File: config.mk
export PLATFORM = sky130hd
export DESIGN_NAME = axis_pkt_trailer_top
export DESIGN_NICKNAME = d
export VERILOG_FILES = /design/src/common/axis_pkt_pkg.sv /design/src/verilog/axis_reg_slice.sv /design/src/trailer/pkt_accum.sv /design/src/trailer/trailer_insert.sv /design/src/verilog/axis_pkt_trailer_top.sv
export SDC_FILE = /design/constraint.sdc
export NUM_CORES = 1
export LEC_CHECK = 0
export ABC_AREA = 1
export BUFFER_PORTS_ARGS = -buffer_cell sky130_fd_sc_hd__buf_2
export CORE_MARGIN = 1
export CORE_UTILIZATION = 55
export DETAILED_ROUTE_END_ITERATION = 10
export PLACE_DENSITY = 0.79
export SKIP_CTS_REPAIR_TIMING = 1
export SYNTH_ARGS = -nofsm -noshare
export SYNTH_HDL_FRONTEND = slang
export SYNTH_SLANG_ARGS = --single-unit
export TNS_END_PERCENT = 30
File: constraint.sdc
create_clock -name axis_clk -period 8.29 [get_ports axis_clk]
set_input_delay 1.2435 -clock axis_clk [delete_from_list [all_inputs] [get_ports axis_clk]]
set_output_delay 1.2435 -clock axis_clk [all_outputs]
set_load 0.01 [all_outputs]
File: src/common/axis_pkt_pkg.sv
// Packet trailer package with stream beat types, widths and trailer layout

package axis_pkt_pkg;

   // --------------------------------------------------
   // Stream widths
   // --------------------------------------------------
   localparam int DATA_W = 64;
   localparam int KEEP_W = DATA_W / 8;
   localparam int LEN_W  = 16;
   localparam int CSUM_W = 16;

   typedef logic [DATA_W-1:0] axis_data_t;
   typedef logic [KEEP_W-1:0] axis_keep_t;
   // Packet byte count, wraps above 65535
   typedef logic [LEN_W-1:0]  pkt_len_t;
   // Sum of all packet bytes modulo 2^16
   typedef logic [CSUM_W-1:0] csum_t;

   // One stream beat, 73 bits
   typedef struct packed {
      axis_data_t data;
      axis_keep_t keep;
      logic       last;
   } axis_beat_t;

   // Beat plus running totals, totals meaningful on last beat only
   typedef struct packed {
      axis_beat_t beat;
      pkt_len_t   len;
      csum_t      csum;
   } acc_beat_t;

   // --------------------------------------------------
   // Trailer layout
   // --------------------------------------------------
   // Bytes 0-1 byte count, bytes 2-3 checksum, both low byte first
   localparam int         TRL_LEN_LSB  = 0;
   localparam int         TRL_CSUM_LSB = 16;
   localparam axis_keep_t TRAILER_KEEP = 8'h0f;

   // Builds the trailer beat from the packet totals
   function automatic axis_beat_t trailer_beat(pkt_len_t len, csum_t csum);
      axis_beat_t b;
      b.data = '0;
      b.data[TRL_LEN_LSB +: LEN_W]   = len;
      b.data[TRL_CSUM_LSB +: CSUM_W] = csum;
      b.keep = TRAILER_KEEP;
      b.last = 1'b1;
      return b;
   endfunction

endpackage

File: src/verilog/axis_reg_slice.sv
// Stream register slice, main plus skid register with registered ready
`timescale 1ns/1ns

module axis_reg_slice (
   input  logic                     axis_clk,
   input  logic                     axis_rst_n,
   // Upstream side
   input  axis_pkt_pkg::axis_beat_t in_beat_i,
   input  logic                     in_valid_i,
   output logic                     in_ready_o,
   // Downstream side
   output axis_pkt_pkg::axis_beat_t out_beat_o,
   output logic                     out_valid_o,
   input  logic                     out_ready_i
);

   // --------------------------------------------------
   // Storage
   // --------------------------------------------------
   axis_pkt_pkg::axis_beat_t main_beat_q;
   axis_pkt_pkg::axis_beat_t skid_beat_q;
   logic                     main_valid_q;
   logic                     skid_valid_q;
   // Main register is free or being emptied this cycle
   logic                     main_load;
   logic                     in_fire;

   // Ready comes straight from a flop, cuts the downstream ready path
   assign in_ready_o = ~skid_valid_q;
   assign in_fire    = in_valid_i & in_ready_o;
   assign main_load  = ~main_valid_q | out_ready_i;

   // --------------------------------------------------
   // Valid flags
   // --------------------------------------------------
   always_ff @(posedge axis_clk or negedge axis_rst_n) begin
      if (!axis_rst_n) begin
         main_valid_q <= 1'b0;
         skid_valid_q <= 1'b0;
      end else if (main_load) begin
         // Skid beat drains first, input is held off meanwhile
         main_valid_q <= skid_valid_q | in_valid_i;
         skid_valid_q <= 1'b0;
      end else if (in_fire) begin
         // Main stalled, park the new beat in the skid
         skid_valid_q <= 1'b1;
      end
   end

   // --------------------------------------------------
   // Payload
   // --------------------------------------------------
   always_ff @(posedge axis_clk) begin
      if (main_load) begin
         main_beat_q <= skid_valid_q ? skid_beat_q : in_beat_i;
      end
      if (in_fire) begin
         skid_beat_q <= in_beat_i;
      end
   end

   assign out_beat_o  = main_beat_q;
   assign out_valid_o = main_valid_q;

endmodule

File: src/trailer/pkt_accum.sv
// Packet accumulator, forwards beats and sums byte count and checksum
`timescale 1ns/1ns

module pkt_accum (
   input  logic                     axis_clk,
   input  logic                     axis_rst_n,
   // Upstream side
   input  axis_pkt_pkg::axis_beat_t in_beat_i,
   input  logic                     in_valid_i,
   output logic                     in_ready_o,
   // Downstream side, beat with totals
   output axis_pkt_pkg::acc_beat_t  out_beat_o,
   output logic                     out_valid_o,
   input  logic                     out_ready_i
);

   // --------------------------------------------------
   // Per-beat byte count and byte sum
   // --------------------------------------------------
   axis_pkt_pkg::pkt_len_t  beat_len;
   axis_pkt_pkg::csum_t     beat_sum;
   // Running totals of the packet so far
   axis_pkt_pkg::pkt_len_t  len_q;
   axis_pkt_pkg::csum_t     csum_q;
   axis_pkt_pkg::acc_beat_t src_beat;

   always_comb begin
      beat_len = '0;
      beat_sum = '0;
      // Only kept bytes count toward the totals
      for (int i = 0; i < axis_pkt_pkg::KEEP_W; i++) begin
         if (in_beat_i.keep[i]) begin
            beat_len = beat_len + axis_pkt_pkg::pkt_len_t'(1);
            beat_sum = beat_sum + axis_pkt_pkg::csum_t'(in_beat_i.data[i*8 +: 8]);
         end
      end
   end

   // Totals include the current beat
   assign src_beat.beat = in_beat_i;
   assign src_beat.len  = len_q + beat_len;
   assign src_beat.csum = csum_q + beat_sum;

   // --------------------------------------------------
   // Output register with skid entry
   // --------------------------------------------------
   axis_pkt_pkg::acc_beat_t main_beat_q;
   axis_pkt_pkg::acc_beat_t skid_beat_q;
   logic                    main_valid_q;
   logic                    skid_valid_q;
   logic                    main_load;
   logic                    in_fire;

   assign in_ready_o = ~skid_valid_q;
   assign in_fire    = in_valid_i & in_ready_o;
   assign main_load  = ~main_valid_q | out_ready_i;

   always_ff @(posedge axis_clk or negedge axis_rst_n) begin
      if (!axis_rst_n) begin
         main_valid_q <= 1'b0;
         skid_valid_q <= 1'b0;
         len_q        <= '0;
         csum_q       <= '0;
      end else begin
         if (main_load) begin
            main_valid_q <= skid_valid_q | in_valid_i;
            skid_valid_q <= 1'b0;
         end else if (in_fire) begin
            skid_valid_q <= 1'b1;
         end
         // Totals restart at zero once the last beat is taken
         if (in_fire) begin
            len_q  <= in_beat_i.last ? '0 : src_beat.len;
            csum_q <= in_beat_i.last ? '0 : src_beat.csum;
         end
      end
   end

   always_ff @(posedge axis_clk) begin
      if (main_load) begin
         main_beat_q <= skid_valid_q ? skid_beat_q : src_beat;
      end
      if (in_fire) begin
         skid_beat_q <= src_beat;
      end
   end

   assign out_beat_o  = main_beat_q;
   assign out_valid_o = main_valid_q;

endmodule

File: src/trailer/trailer_insert.sv
// Trailer inserter, forwards packet data then appends the totals beat
`timescale 1ns/1ns

module trailer_insert (
   input  logic                     axis_clk,
   input  logic                     axis_rst_n,
   // Upstream side, beat with totals
   input  axis_pkt_pkg::acc_beat_t  in_beat_i,
   input  logic                     in_valid_i,
   output logic                     in_ready_o,
   // Downstream side
   output axis_pkt_pkg::axis_beat_t out_beat_o,
   output logic                     out_valid_o,
   input  logic                     out_ready_i
);

   typedef enum logic {
      FORWARD,
      TRAILER
   } state_t;

   state_t                   state_q;
   // Totals latched from the last data beat
   axis_pkt_pkg::pkt_len_t   trl_len_q;
   axis_pkt_pkg::csum_t      trl_csum_q;

   // --------------------------------------------------
   // Source select, input data or generated trailer
   // --------------------------------------------------
   axis_pkt_pkg::axis_beat_t src_beat;
   logic                     src_valid;
   logic                     src_fire;
   logic                     slice_ready;
   logic                     in_fire;

   always_comb begin
      if (state_q == TRAILER) begin
         src_beat  = axis_pkt_pkg::trailer_beat(trl_len_q, trl_csum_q);
         src_valid = 1'b1;
      end else begin
         // Data beats never end the outgoing packet
         src_beat      = in_beat_i.beat;
         src_beat.last = 1'b0;
         src_valid     = in_valid_i;
      end
   end

   // Input is held off while the trailer is pending
   assign in_ready_o = (state_q == FORWARD) & slice_ready;
   assign in_fire    = in_valid_i & in_ready_o;
   assign src_fire   = src_valid & slice_ready;

   // --------------------------------------------------
   // State machine
   // --------------------------------------------------
   always_ff @(posedge axis_clk or negedge axis_rst_n) begin
      if (!axis_rst_n) begin
         state_q <= FORWARD;
      end else if (state_q == FORWARD) begin
         if (in_fire && in_beat_i.beat.last) begin
            state_q <= TRAILER;
         end
      end else if (src_fire) begin
         // Trailer taken into the output slice
         state_q <= FORWARD;
      end
   end

   always_ff @(posedge axis_clk) begin
      if (in_fire && in_beat_i.beat.last) begin
         trl_len_q  <= in_beat_i.len;
         trl_csum_q <= in_beat_i.csum;
      end
   end

   // --------------------------------------------------
   // Output register with skid entry
   // --------------------------------------------------
   axis_pkt_pkg::axis_beat_t main_beat_q;
   axis_pkt_pkg::axis_beat_t skid_beat_q;
   logic                     main_valid_q;
   logic                     skid_valid_q;
   logic                     main_load;

   assign slice_ready = ~skid_valid_q;
   assign main_load   = ~main_valid_q | out_ready_i;

   always_ff @(posedge axis_clk or negedge axis_rst_n) begin
      if (!axis_rst_n) begin
         main_valid_q <= 1'b0;
         skid_valid_q <= 1'b0;
      end else if (main_load) begin
         main_valid_q <= skid_valid_q | src_valid;
         skid_valid_q <= 1'b0;
      end else if (src_fire) begin
         skid_valid_q <= 1'b1;
      end
   end

   always_ff @(posedge axis_clk) begin
      if (main_load) begin
         main_beat_q <= skid_valid_q ? skid_beat_q : src_beat;
      end
      if (src_fire) begin
         skid_beat_q <= src_beat;
      end
   end

   assign out_beat_o  = main_beat_q;
   assign out_valid_o = main_valid_q;

endmodule

File: src/verilog/axis_pkt_trailer_top.sv
// Packet trailer top, register slice then accumulator then trailer insert
`timescale 1ns/1ns

module axis_pkt_trailer_top (
   input  logic                     axis_clk,
   input  logic                     axis_rst_n,
   // Input stream
   input  axis_pkt_pkg::axis_beat_t s_beat_i,
   input  logic                     s_valid_i,
   output logic                     s_ready_o,
   // Output stream with trailer beats
   output axis_pkt_pkg::axis_beat_t m_beat_o,
   output logic                     m_valid_o,
   input  logic                     m_ready_i
);

   // --------------------------------------------------
   // Stage links
   // --------------------------------------------------
   // Slice to accumulator
   axis_pkt_pkg::axis_beat_t rs_beat;
   logic                     rs_valid;
   logic                     rs_ready;
   // Accumulator to trailer insert
   axis_pkt_pkg::acc_beat_t  acc_beat;
   logic                     acc_valid;
   logic                     acc_ready;

   axis_reg_slice u_reg_slice (
      .axis_clk    (axis_clk),
      .axis_rst_n  (axis_rst_n),
      .in_beat_i   (s_beat_i),
      .in_valid_i  (s_valid_i),
      .in_ready_o  (s_ready_o),
      .out_beat_o  (rs_beat),
      .out_valid_o (rs_valid),
      .out_ready_i (rs_ready)
   );

   pkt_accum u_pkt_accum (
      .axis_clk    (axis_clk),
      .axis_rst_n  (axis_rst_n),
      .in_beat_i   (rs_beat),
      .in_valid_i  (rs_valid),
      .in_ready_o  (rs_ready),
      .out_beat_o  (acc_beat),
      .out_valid_o (acc_valid),
      .out_ready_i (acc_ready)
   );

   trailer_insert u_trailer_insert (
      .axis_clk    (axis_clk),
      .axis_rst_n  (axis_rst_n),
      .in_beat_i   (acc_beat),
      .in_valid_i  (acc_valid),
      .in_ready_o  (acc_ready),
      .out_beat_o  (m_beat_o),
      .out_valid_o (m_valid_o),
      .out_ready_i (m_ready_i)
   );

endmodule

==> reports/results.txt <==
number of detailed-route iterations in the first pass = 9
Post-DRT Antenna Nets = 0
clk_skew = 51.9 ps
critical path's largest stage delay = 540 ps
GR peak layer = met2
cts bufs inserted = 55
gpl congestion = 0.870
count of pins over their slew limit = 0
worst skew pair latency = 640 ps
period utilization = 101%
Total GRT Usage = 25.3%
Maximum Capacitance Violations = 0
Slew HR = 22.3%
Vias/cell = 5.33
RSZ-0062 raised after global routing = true
Worst Path Buf+Inv = 14
most common cell after layout, fill and taps aside = nand2_1
htree depth = 2
Starting DRT DRC Count = 1498
Seq/Total Area, Yosys = 64.8%
Die Area = 48600 um^2
first-pass GRT wire length = 94.6 mm
CTS Buffer Depth = 3
met1 Usage GRT = 36.0%
Mapped Cells = 2480
Die Width = 220 um
DRC Markers = 8
Die Height = 220 um
Crit Path Category = flop to flop
antenna diode count = 0
initial antenna violation count = 0
final instance area = 31800 um^2
clk slew on worst S/H paths = 60 ps
Vias = 18400
endpoint class of the critical path = flop
Final Hold Vio Count = 0
drt wl/cell = 17.8 um
Worst setup SP type = flop
CTS tree = built
Worst Tran Pin Value = 1170 ps
asr flop ratio synth = 6.81%
YS warnings = 0
CP arrival = 8710 ps
DP Wirelength = 40.6 mm
final setup margin = -46.5 ps
largest net degree at the start of global routing = 97
GR Util met2 = 41.1%
final wirelength = 61.6 mm
f_max = 120 MHz
I/O pin cnt = 152
slowest CP cell = fa_2
flops & latches, synth = 573
Req. time, crit path = 8660 ps
family with the most delay on the worst path = adder cells
Rows = 79
number of port buffers = 151
final net count = 2976
commonest non-fill, non-tap cells in the layout = nand2_1 (909), edfxtp_1 (534), buf_4 (188)
area grow syn2layout = 21.2%
DP Area = 28800 um^2
status = complete, but fails checks
Util after Layout = 68.0%
Synth Flop Type = edfxtp_1
setup_tns = -87.2 ps
Tmin final = 8340 ps
Min Hold Slack = 388 ps
CTS Root Cell = clkbuf_16
crit path max fanout = 3
initial core utilization = 56.1%
Filler cells = 3365
Hold Crit Class = flop to flop
clock sink count = 573
violated checks = design-rule violations, negative setup slack
met3 GRT Util = 3.90%
share of layout cells above drive strength 1 = 23.7%
number of global-route vias before repair = 17700
final setup violation count = 2
synthesized area = 26200 um^2
syn_area_per_cell = 10.6 um^2
EDFF count, synth = 534
core area = 46800 um^2
Synth cell types = 49
total gr overflow = 0
cells by family after synthesis:
kind of cell	Yosys count	share of synthesized area [%]
compound gates	257	5.42
fa+ha+maj	97	4.88
flops	573	64.8
other cells	1	0.0143
xor+xnor	61	2.06
buf+inv	304	4.39
simple gates	1187	18.4
synthesized netlist by cell type (all sizes together) (2+ instances only):
cell type | number | share of area, %
a21boi | 3 | 0.086
a21o | 3 | 0.086
a21oi | 65 | 1.2
a22o | 4 | 0.13
a31oi | 42 | 1.0
and2 | 8 | 0.19
buf | 16 | 0.27
clkbuf | 69 | 0.99
clkinv | 5 | 0.072
dfrtp | 39 | 3.7
edfxtp | 534 | 61
fa | 9 | 0.69
ha | 88 | 4.2
inv | 214 | 3.1
nand2 | 961 | 14
nand3 | 59 | 1.4
nand3b | 3 | 0.086
nand4 | 10 | 0.24
nor2 | 122 | 1.8
nor3 | 8 | 0.15
nor4 | 2 | 0.048
o211ai | 2 | 0.057
o21ai | 121 | 2.3
o21bai | 3 | 0.10
o22ai | 8 | 0.19
o31ai | 3 | 0.10
or2 | 13 | 0.31
xnor2 | 21 | 0.70
xor2 | 40 | 1.4
routing by layer:
layer	share of wire, %	vias up
li1	-	8919
met1	44	8882
met2	48	538
met3	5.9	80
met4	1.8	0
met5	0	-
cell type report:
| class | count | area (um^2) | area share [%] |
|---|---|---|---|
| inverter | 219 | 830 | 2.61 |
| clock buffer | 71 | 1480 | 4.64 |
| multi-input combinational | 1607 | 9150 | 28.8 |
| tap | 607 | 759 | 2.39 |
| clock inverter | 33 | 307 | 0.964 |
| sequential | 573 | 17000 | 53.5 |
| timing repair buffer | 346 | 2250 | 7.08 |
state kept, by name, summed over array words and instances (netlist names), 16 cells and up:
signal                        flops
u_pkt_accum.csum_q               16
u_trailer_insert.trl_len_q       16
u_pkt_accum.len_q                16
u_trailer_insert.skid_beat_q     73
u_reg_slice.skid_beat_q          73
u_trailer_insert.out_beat_o      73
u_trailer_insert.trl_csum_q      16
u_pkt_accum.skid_beat_q         105
u_reg_slice.out_beat_o           73
u_pkt_accum.out_beat_o          105
metrics by stage:
stage          instances  worst slack (ps)
3_3_place_gp        3329              -476
3_5_place_dp        3329              -645
6_report            3456             -46.5
2_1_floorplan       2484              -217
5_1_grt             3456              -545
4_1_cts             3433              -693
worst reg2reg max path: cells and delay by family (launching register included):
family                     cells  cell delay [ps]
adders and majority gates      9             3570
xor gates and xnor gates       2              360
DFF                            1              420
AOI/OAI and AO/OA             12             1420
buffers and inverters         14             1330
and+or+nand+nor                9             1010
final timing paths:
path,from,to,slack (ps),cells past startpoint
hold reg to reg,u_pkt_accum.out_beat_o[5],u_trailer_insert.trl_csum_q[5],390,0
setup reg to reg,u_reg_slice.out_beat_o[1],u_pkt_accum.skid_beat_q[14],-50,46
min in group asynchronous,axis_rst_n,u_trailer_insert.skid_valid_q,810,1
setup / recovery,u_reg_slice.out_beat_o[1],u_pkt_accum.skid_beat_q[14],-50,46
max in group asynchronous,axis_rst_n,u_pkt_accum.skid_valid_q,6660,1
hold / removal,u_pkt_accum.out_beat_o[5],u_trailer_insert.trl_csum_q[5],390,0
Power is not shown: default switching activity piles up to over one toggle a cycle in this logic, so the estimate is an artifact.
